--- src/ctrl_pkg.sv ---
////////////////////////////////////////////////////////////
// types shared by the controller FSM and the trap tracker
// widths follow the machine-mode trap format and are fixed
////////////////////////////////////////////////////////////

package ctrl_pkg;

  // interrupt line id from the interrupt controller
  typedef logic [4:0] irq_id_t;

  // mcause value, bit 5 marks an interrupt
  typedef logic [5:0] cause_t;

  // synchronous exception codes, low five bits of mcause
  localparam logic [4:0] EXC_CAUSE_INSTR_BUS_FAULT = 5'd1;
  localparam logic [4:0] EXC_CAUSE_ILLEGAL_INSN    = 5'd2;
  localparam logic [4:0] EXC_CAUSE_BREAKPOINT      = 5'd3;
  localparam logic [4:0] EXC_CAUSE_ECALL_MMODE     = 5'd11;

  // next-pc source seen by the fetch stage
  typedef enum logic [2:0] {
    PC_BOOT,
    PC_JUMP,
    PC_EXCEPTION,
    PC_MRET,
    PC_FENCEI
  } pc_mux_e;

  // main controller states
  typedef enum logic [3:0] {
    RESET,
    BOOT_SET,
    FIRST_FETCH,
    DECODE,
    FLUSH_EX,
    FLUSH_WB,
    XRET_JUMP,
    WAIT_SLEEP,
    SLEEP
  } ctrl_state_e;

  // pending synchronous trap
  typedef enum logic [2:0] {
    TRAP_NONE,
    TRAP_BUS_ERR,
    TRAP_ILLEGAL,
    TRAP_EBREAK,
    TRAP_ECALL
  } trap_kind_e;

  // decoder view of the instruction in ID
  typedef struct packed {
    logic instr_valid;
    logic bus_err;
    logic illegal;
    logic ecall;
    logic ebrk;
    logic mret;
    logic wfi;
    logic fencei;
    logic jump;
  } dec_flags_t;

  // fetch redirect, pc_set is a single-cycle strobe
  typedef struct packed {
    logic    pc_set;
    pc_mux_e pc_mux;
  } pc_ctrl_t;

  // csr update commands
  typedef struct packed {
    logic   save_if;
    logic   save_id;
    logic   save_cause;
    logic   restore_mret;
    cause_t cause;
  } csr_ctrl_t;

  // interrupt request bundle
  typedef struct packed {
    logic    req;
    logic    wakeup;
    irq_id_t id;
  } irq_req_t;

endpackage

--- src/ctrl_main_fsm.sv ---
////////////////////////////////////////////////////////////
// main controller FSM, no debug support
// dec_flags_i must stay stable while ID is halted
// all traps go to the single trap vector (PC_EXCEPTION)
////////////////////////////////////////////////////////////

`timescale 1ns/10ps

module ctrl_main_fsm (
  input  logic                 clk,
  input  logic                 rst_n,
  input  logic                 fetch_enable_i,
  input  ctrl_pkg::dec_flags_t dec_flags_i,
  input  logic                 jr_stall_i,
  input  logic                 id_ready_i,
  input  logic                 ex_valid_i,
  input  ctrl_pkg::irq_req_t   irq_i,
  input  ctrl_pkg::trap_kind_e trap_now_i,
  input  ctrl_pkg::trap_kind_e trap_q_i,
  input  ctrl_pkg::cause_t     trap_cause_i,
  output logic                 trap_capture_o,
  output logic                 trap_clear_o,
  output ctrl_pkg::pc_ctrl_t   pc_ctrl_o,
  output ctrl_pkg::csr_ctrl_t  csr_ctrl_o,
  output logic                 irq_ack_o,
  output ctrl_pkg::irq_id_t    irq_id_o,
  output logic                 instr_req_o,
  output logic                 halt_if_o,
  output logic                 halt_id_o,
  output logic                 is_decoding_o,
  output logic                 ctrl_busy_o,
  output logic                 wake_o
);
  import ctrl_pkg::*;

  ctrl_state_e state_q, state_d;

  // one redirect per jump, held until ID moves on
  logic jump_done_q, jump_done_d;

  // set in FIRST_FETCH or DECODE when an interrupt is taken
  logic irq_take;

  ////////////////////////////////////////////////////////////
  // next state and output decode
  ////////////////////////////////////////////////////////////

  always_comb begin
    state_d        = state_q;
    jump_done_d    = jump_done_q;
    irq_take       = 1'b0;
    trap_capture_o = 1'b0;
    trap_clear_o   = 1'b0;

    pc_ctrl_o.pc_set  = 1'b0;
    pc_ctrl_o.pc_mux  = PC_BOOT;
    csr_ctrl_o.save_if      = 1'b0;
    csr_ctrl_o.save_id      = 1'b0;
    csr_ctrl_o.save_cause   = 1'b0;
    csr_ctrl_o.restore_mret = 1'b0;
    csr_ctrl_o.cause        = '0;

    irq_ack_o     = 1'b0;
    irq_id_o      = '0;
    instr_req_o   = 1'b1;
    halt_if_o     = 1'b0;
    halt_id_o     = 1'b0;
    is_decoding_o = 1'b0;
    ctrl_busy_o   = 1'b1;

    unique case (state_q)
      // idle until fetch is enabled
      RESET: begin
        instr_req_o = 1'b0;
        if (fetch_enable_i) begin
          state_d = BOOT_SET;
        end
      end

      // load the boot address into fetch
      BOOT_SET: begin
        pc_ctrl_o.pc_set = 1'b1;
        pc_ctrl_o.pc_mux = PC_BOOT;
        state_d          = FIRST_FETCH;
      end

      // nothing in ID yet, an interrupt saves the IF pc
      FIRST_FETCH: begin
        state_d = DECODE;
        if (irq_i.req) begin
          irq_take           = 1'b1;
          csr_ctrl_o.save_if = 1'b1;
        end
      end

      DECODE: begin
        if (dec_flags_i.instr_valid) begin
          is_decoding_o = 1'b1;
          if (irq_i.req) begin
            // interrupt wins over everything in ID
            is_decoding_o      = 1'b0;
            irq_take           = 1'b1;
            csr_ctrl_o.save_id = 1'b1;
          end else if (trap_now_i != TRAP_NONE) begin
            // stop fetch, let ID hand the faulting insn to EX
            is_decoding_o  = 1'b0;
            halt_if_o      = 1'b1;
            trap_capture_o = id_ready_i;
            state_d        = id_ready_i ? FLUSH_EX : DECODE;
          end else if (dec_flags_i.jump) begin
            pc_ctrl_o.pc_mux = PC_JUMP;
            // wait out a jump-register stall
            if (!jr_stall_i && !jump_done_q) begin
              pc_ctrl_o.pc_set = 1'b1;
              jump_done_d      = 1'b1;
            end
          end else if (dec_flags_i.mret || dec_flags_i.wfi || dec_flags_i.fencei) begin
            // all three drain the pipe first
            halt_if_o = 1'b1;
            state_d   = id_ready_i ? FLUSH_EX : DECODE;
          end
        end
      end

      // wait for EX to finish, then write mepc and mcause
      FLUSH_EX: begin
        halt_if_o = 1'b1;
        halt_id_o = 1'b1;
        if (ex_valid_i) begin
          state_d = FLUSH_WB;
          if (trap_q_i != TRAP_NONE) begin
            csr_ctrl_o.save_id    = 1'b1;
            csr_ctrl_o.save_cause = 1'b1;
            csr_ctrl_o.cause      = trap_cause_i;
          end
        end
      end

      // pipeline empty, act on the held instruction
      FLUSH_WB: begin
        halt_if_o = 1'b1;
        halt_id_o = 1'b1;
        state_d   = DECODE;
        if (trap_q_i != TRAP_NONE) begin
          pc_ctrl_o.pc_set = 1'b1;
          pc_ctrl_o.pc_mux = PC_EXCEPTION;
          trap_clear_o     = 1'b1;
        end else if (dec_flags_i.mret) begin
          csr_ctrl_o.restore_mret = 1'b1;
          state_d                 = XRET_JUMP;
        end else if (dec_flags_i.wfi) begin
          state_d = WAIT_SLEEP;
        end else if (dec_flags_i.fencei) begin
          // refetch the insn after fence.i
          pc_ctrl_o.pc_set = 1'b1;
          pc_ctrl_o.pc_mux = PC_FENCEI;
        end
      end

      // mepc restored last cycle, jump to it now
      XRET_JUMP: begin
        pc_ctrl_o.pc_set = 1'b1;
        pc_ctrl_o.pc_mux = PC_MRET;
        state_d          = DECODE;
      end

      WAIT_SLEEP: begin
        instr_req_o = 1'b0;
        halt_if_o   = 1'b1;
        halt_id_o   = 1'b1;
        ctrl_busy_o = 1'b0;
        state_d     = SLEEP;
      end

      // core idle until the interrupt controller wakes us
      SLEEP: begin
        instr_req_o = 1'b0;
        halt_if_o   = 1'b1;
        halt_id_o   = 1'b1;
        if (wake_o) begin
          state_d = FIRST_FETCH;
        end else begin
          ctrl_busy_o = 1'b0;
        end
      end

      default: begin
        instr_req_o = 1'b0;
        state_d     = RESET;
      end
    endcase

    // common interrupt entry
    if (irq_take) begin
      halt_if_o             = 1'b1;
      halt_id_o             = 1'b1;
      pc_ctrl_o.pc_set      = 1'b1;
      pc_ctrl_o.pc_mux      = PC_EXCEPTION;
      csr_ctrl_o.save_cause = 1'b1;
      csr_ctrl_o.cause      = {1'b1, irq_i.id};
      irq_ack_o             = 1'b1;
      irq_id_o              = irq_i.id;
    end
  end

  ////////////////////////////////////////////////////////////
  // state registers
  ////////////////////////////////////////////////////////////

  always_ff @(posedge clk or negedge rst_n) begin
    if (!rst_n) begin
      state_q     <= RESET;
      jump_done_q <= 1'b0;
    end else begin
      state_q     <= state_d;
      // cleared once the jump leaves ID
      jump_done_q <= jump_done_d & ~id_ready_i;
    end
  end

  // any wakeup request ends sleep
  assign wake_o = irq_i.wakeup;

endmodule

--- src/ctrl_top.sv ---
////////////////////////////////////////////////////////////
// controller top, FSM plus synchronous trap tracker
// no back-pressure on any strobe output
////////////////////////////////////////////////////////////

`timescale 1ns/10ps

module ctrl_top (
  input  logic                clk,
  input  logic                rst_n,
  input  logic                fetch_enable_i,
  input  ctrl_pkg::dec_flags_t dec_flags_i,
  input  logic                jr_stall_i,
  input  logic                id_ready_i,
  input  logic                ex_valid_i,
  input  ctrl_pkg::irq_req_t  irq_i,
  output ctrl_pkg::pc_ctrl_t  pc_ctrl_o,
  output ctrl_pkg::csr_ctrl_t csr_ctrl_o,
  output logic                irq_ack_o,
  output ctrl_pkg::irq_id_t   irq_id_o,
  output logic                instr_req_o,
  output logic                halt_if_o,
  output logic                halt_id_o,
  output logic                is_decoding_o,
  output logic                ctrl_busy_o,
  output logic                wake_o
);
  import ctrl_pkg::*;

  // tracker to fsm
  trap_kind_e trap_now;
  trap_kind_e trap_q;
  cause_t     trap_cause;

  // fsm to tracker strobes
  logic trap_capture;
  logic trap_clear;

  ctrl_main_fsm fsm_i (
    .clk            (clk),
    .rst_n          (rst_n),
    .fetch_enable_i (fetch_enable_i),
    .dec_flags_i    (dec_flags_i),
    .jr_stall_i     (jr_stall_i),
    .id_ready_i     (id_ready_i),
    .ex_valid_i     (ex_valid_i),
    .irq_i          (irq_i),
    .trap_now_i     (trap_now),
    .trap_q_i       (trap_q),
    .trap_cause_i   (trap_cause),
    .trap_capture_o (trap_capture),
    .trap_clear_o   (trap_clear),
    .pc_ctrl_o      (pc_ctrl_o),
    .csr_ctrl_o     (csr_ctrl_o),
    .irq_ack_o      (irq_ack_o),
    .irq_id_o       (irq_id_o),
    .instr_req_o    (instr_req_o),
    .halt_if_o      (halt_if_o),
    .halt_id_o      (halt_id_o),
    .is_decoding_o  (is_decoding_o),
    .ctrl_busy_o    (ctrl_busy_o),
    .wake_o         (wake_o)
  );

  ctrl_trap_tracker tracker_i (
    .clk            (clk),
    .rst_n          (rst_n),
    .dec_flags_i    (dec_flags_i),
    .trap_capture_i (trap_capture),
    .trap_clear_i   (trap_clear),
    .trap_now_o     (trap_now),
    .trap_q_o       (trap_q),
    .trap_cause_o   (trap_cause)
  );

endmodule

--- src/ctrl_trap_tracker.sv ---
////////////////////////////////////////////////////////////
// synchronous trap tracker
// priority bus error > illegal > ebreak > ecall
// capture and clear must never be strobed together
////////////////////////////////////////////////////////////

`timescale 1ns/10ps

module ctrl_trap_tracker (
  input  logic                 clk,
  input  logic                 rst_n,
  input  ctrl_pkg::dec_flags_t dec_flags_i,
  input  logic                 trap_capture_i,
  input  logic                 trap_clear_i,
  output ctrl_pkg::trap_kind_e trap_now_o,
  output ctrl_pkg::trap_kind_e trap_q_o,
  output ctrl_pkg::cause_t     trap_cause_o
);
  import ctrl_pkg::*;

  // held kind while the flush runs
  trap_kind_e trap_q;

  // exception code of the held kind
  logic [4:0] trap_code;

  ////////////////////////////////////////////////////////////
  // fault priority for the insn in ID
  ////////////////////////////////////////////////////////////

  always_comb begin
    trap_now_o = TRAP_NONE;
    // flags of an empty ID slot are ignored
    if (dec_flags_i.instr_valid) begin
      if (dec_flags_i.bus_err) begin
        // fetch error, insn bits are garbage
        trap_now_o = TRAP_BUS_ERR;
      end else if (dec_flags_i.illegal) begin
        trap_now_o = TRAP_ILLEGAL;
      end else if (dec_flags_i.ebrk) begin
        trap_now_o = TRAP_EBREAK;
      end else if (dec_flags_i.ecall) begin
        trap_now_o = TRAP_ECALL;
      end
    end
  end

  ////////////////////////////////////////////////////////////
  // pending trap register
  ////////////////////////////////////////////////////////////

  always_ff @(posedge clk or negedge rst_n) begin
    if (!rst_n) begin
      trap_q <= TRAP_NONE;
    end else if (trap_capture_i) begin
      // sampled on the edge after DECODE commits to the flush
      trap_q <= trap_now_o;
    end else if (trap_clear_i) begin
      // redirect issued, nothing pending anymore
      trap_q <= TRAP_NONE;
    end
  end

  ////////////////////////////////////////////////////////////
  // kind to mcause
  ////////////////////////////////////////////////////////////

  always_comb begin
    unique case (trap_q)
      TRAP_BUS_ERR: trap_code = EXC_CAUSE_INSTR_BUS_FAULT;
      TRAP_ILLEGAL: trap_code = EXC_CAUSE_ILLEGAL_INSN;
      TRAP_EBREAK:  trap_code = EXC_CAUSE_BREAKPOINT;
      TRAP_ECALL:   trap_code = EXC_CAUSE_ECALL_MMODE;
      // no trap held, code is don't-care for the FSM
      default:      trap_code = '0;
    endcase
  end

  // synchronous causes keep the interrupt bit clear
  assign trap_cause_o = {1'b0, trap_code};
  assign trap_q_o     = trap_q;

endmodule

--- config.mk ---
export PLATFORM = sky130hd
export DESIGN_NAME = ctrl_top
export DESIGN_NICKNAME = d
export VERILOG_FILES = /design/src/ctrl_pkg.sv /design/src/ctrl_main_fsm.sv /design/src/ctrl_top.sv /design/src/ctrl_trap_tracker.sv
export SDC_FILE = /design/constraint.sdc
export NUM_CORES = 1
export LEC_CHECK = 0
export ABC_CLOCK_PERIOD_IN_PS = 1680
export BUFFER_PORTS_ARGS = -buffer_cell sky130_fd_sc_hd__buf_4
export CAP_MARGIN = 20
export CORE_ASPECT_RATIO = 0.9
export CORE_UTILIZATION = 45
export DETAILED_ROUTE_END_ITERATION = 8
export GPL_TIMING_DRIVEN = 0
export PLACE_DENSITY_LB_ADDON = 0.15
export SLEW_MARGIN = 20
export SYNTH_ARGS = -nofsm -noshare
export SYNTH_HDL_FRONTEND = slang
export SYNTH_HIERARCHICAL = 1
export SYNTH_SLANG_ARGS = --single-unit
--- constraint.sdc ---
create_clock -name clk -period 1.68 [get_ports clk]
set_input_delay 0.084 -clock clk [delete_from_list [all_inputs] [get_ports clk]]
set_output_delay 0.084 -clock clk [all_outputs]
set_load 0.005 [all_outputs]
==> impl_metrics.csv <==
group,metric,value,unit
run_status,status,"finished, violations left",
run_status,violations,"negative setup slack",
power_and_ir_drop,p_sw_frac,0.432,
placed_design,pre_cts_slack,-0.0230,ns
critical_path,crit_type,"flop to output pin",
logic_synthesis,syn_area,945,um^2
logic_synthesis,synth_edf_count,0,
logic_synthesis,async_flop_share,1.00,
cells_and_area,stdcell_count,211,
routing,avgViaCountPerCell,5.63,
critical_path,arrival,1.69,ns
floorplanning,num_rows,15,
logic_synthesis,synth.top_cell.area_share,0.212,
logic_synthesis,synthFlopType,"dfrtp_1",
cells_and_area,design_area,1660,um^2
cells_and_area,drive_gt1_frac,0.640,
sta,rsz0062_at_grt,"true",
logic_synthesis,synth-seq-area-share,0.212,
clock_tree,clk_path_buf_depth,2,
placed_design,placed_cell_area,1340,um^2
clock_tree,cts_inserted_buffers,3,
sta,setup_ws,-0.0938,ns
placed_design,dp.cells,189,
floorplanning,die_area,2290,um^2
floorplanning,die-height,45.5,um
power_and_ir_drop,power.density,1560,nW/um^2
sta,period_share,1.06,
cells_and_area,synthToLayoutAreaGrowth,75.5,%
logic_synthesis,synth_area_leaders,"dfrtp_1, a21o_1, and2_4, o21ai_0, buf_4",
placed_design,place.gp.congestion,0.936,
clock_tree,htree_levels,1,
floorplanning,core,1950,um^2
sta,tightest_slew,0.517,ns
grt,grt-ovfl-total,0,
sta,relSlewSlack,0.653,
logic_synthesis,avgSynthCellArea,8.21,um^2
sta,setup_viol,8,
routing,wl_per_cell,16.5,um
power_and_ir_drop,p_leak,0.858,nW
sta,hold_ws,0.113,ns
grt,grt_pass1_vias,1068,
routing,via_count,1188,
power_and_ir_drop,switchingPower,0.00112,W
grt,antenna_found_initial,0,
grt,grt_use_total,0.293,
routing,final_antenna_net_count,0,
clock_tree,cts_tree,"built",
logic_synthesis,yosysWarnings,6,
hold_path,whs_path_depth,2,
grt,grt_max_degree,11,
logic_synthesis,synth_cell_types,45,
placed_design,port_buffers,47,
routing,drc_errors,0,
sta,fin_skew,0.00396,ns
placed_design,dpl.hpwl,2.11,mm
sta,drv_slew,0,
critical_path,cp-start-kind,"flop",
critical_path,r2r_cells,8,
logic_synthesis,netlist_instances,115,
logic_synthesis,yosys.area.top_type,"dfrtp_1",
routing,wirelength,3.48,mm
power_and_ir_drop,ir_drop,1.21,mV
sta,fin_crit,1.77,ns
clock_tree,clk_latency,0.24,ns
critical_path,crit_fanout,6,
power_and_ir_drop,pwr-share-comb,0.815,
sta,fmax,0.564,GHz
routing,drt-initial-drc-count,39,
power_and_ir_drop,seq_power_share,0.132,
floorplanning,ios,48,
clock_tree,path_clk_slew,0.05,ns
power_and_ir_drop,internal_power,0.00147,W
logic_synthesis,ys_ff_latch,8,
grt,grt_pass1_wl,5.00,mm
hold_path,hold_path_class,"input pin to flop",
power_and_ir_drop,p_clk_frac,0.053,
critical_path,worstPathRequired,1.60,ns
flow_run,maxCapViolCount,0,
critical_path,critPathCaptureType,"output pin",
routing,first_pass_iters,4,
clock_tree,cts_root_buffer,"clkbuf_4",
cells_and_area,diodes,0,
clock_tree,cts.sinks,8,
cells_and_area,final_nets,210,
sta,finalHoldViolations,0,
floorplanning,die_w,50.3,um
floorplanning,initial_core_util,0.484,
==> layer usage <==
metal / track usage / wire length (um) / vias to the layer above
met5: 0 / 0 / -
met4: 0.122 / 45 / 0
met3: 0.0400 / 184 / 6
met2: 0.531 / 1810 / 56
met1: 0.354 / 1440 / 575
li1: - / - / 551
==> repair_timing <==
item / CTS / global route
gates cloned: 2 / 0
hold buffers: 1 / 0
hold endpoints to repair: 8 / 0
setup buffers: 14 / 3
setup endpoints to repair: 13 / 22
pin swaps: 9 / 9
gates resized for setup: 21 / 19
==> power by group through the flow <==
stage / Clock [W] / Sequential (W) / Combinational, W
CTS: 0.000148 / 0.000323 / 0.00184
finish: 0.000137 / 0.000342 / 0.00211
detailed placement: 0 / 0.000327 / 0.00145
floorplan: 0 / 0.000314 / 0.000956
global route: 0.000156 / 0.000345 / 0.00225
global placement: 0 / 0.000322 / 0.00142
==> flip-flops by register name (all words and copies together), names as in the netlist <==
register,count
fsm_i/state_q,4
tracker_i/trap_q_o,3
fsm_i/jump_done_q,1
==> Yosys cell counts (all sizes together), types with 2 or more instances <==
cell type / count
a21o: 9
a21oi: 6
a22o: 2
and2: 6
and2b: 2
buf: 8
dfrtp: 8
inv: 8
nand2: 7
nand2b: 3
nand3: 3
nor2: 11
nor3: 7
nor3b: 3
o21ai: 8
o21bai: 2
o22ai: 2
or2: 2
==> placed cells by master, fill, tap and decap left out, types with 3 or more instances in the layout <==
master,synthesis,layout
buf_4,5,60
a21o_1,8,8
o21ai_0,8,6
nor3_1,6,4
clkbuf_4,0,3
conb_1,1,3
inv_1,7,7
and2_4,5,6
a21oi_1,6,4
nand2_1,7,5
buf_6,3,13
nor2_1,10,7
dfrtp_1,8,7
==> cell type report <==
| cell class | count | area [um^2] |
|---|---|---|
| multi-input cells | 92 | 761 |
| repair buffers | 67 | 541 |
| fillers | 107 | 294 |
| flip-flops and latches | 8 | 201 |
| plain buffers | 8 | 71.3 |
| well taps | 25 | 31.3 |
| inverters | 8 | 30.0 |
| clock buffers | 3 | 22.5 |
==> path summary, 6_finish.rpt <==
path	to	startpoint	slack [ns]
worst max-delay path	csr_ctrl_o[8]	fsm_i/state_q[0]	-0.09
worst min-delay path	fsm_i/state_q[3]	irq_i[5]	0.11
worst max register to register	fsm_i/state_q[2]	fsm_i/state_q[2]	0.01
worst min register to register	fsm_i/jump_done_q	fsm_i/jump_done_q	0.53
max in group asynchronous	fsm_i/state_q[3]	rst_n	1.34
min in group asynchronous	tracker_i/trap_q_o[2]	rst_n	0.19
==> worst max-delay path, cell delays in order (launching register included) <==
cell and delay [ns]:
dfrtp_1 0.41, buf_6 0.14, buf_6 0.11, nor2_4 0.12, nand2_2 0.08, nor3_4 0.29
o21bai_1 0.17, buf_4 0.13
==> through the flow <==
stage | power [W] | util | setup TNS (ns)
final | 0.00259 | 0.849 | -0.543
after global routing | 0.00275 | 0.849 | -1.56
after CTS | 0.00231 | 0.808 | -0.307
after detailed placement | 0.00178 | 0.685 | -0.0444
after global placement | 0.00175 | 0.685 | 0
after floorplan | 0.00127 | - | 0
==> kinds of logic after synthesis <==
group | count (synthesis) | synth area share
compound gates | 38 | 0.290
buf+inv | 17 | 0.122
flops | 8 | 0.212
mux | 1 | 0.0119
other cells | 1 | 0.00397
simple gates | 50 | 0.360
Power figures use the tool's default switching activity.
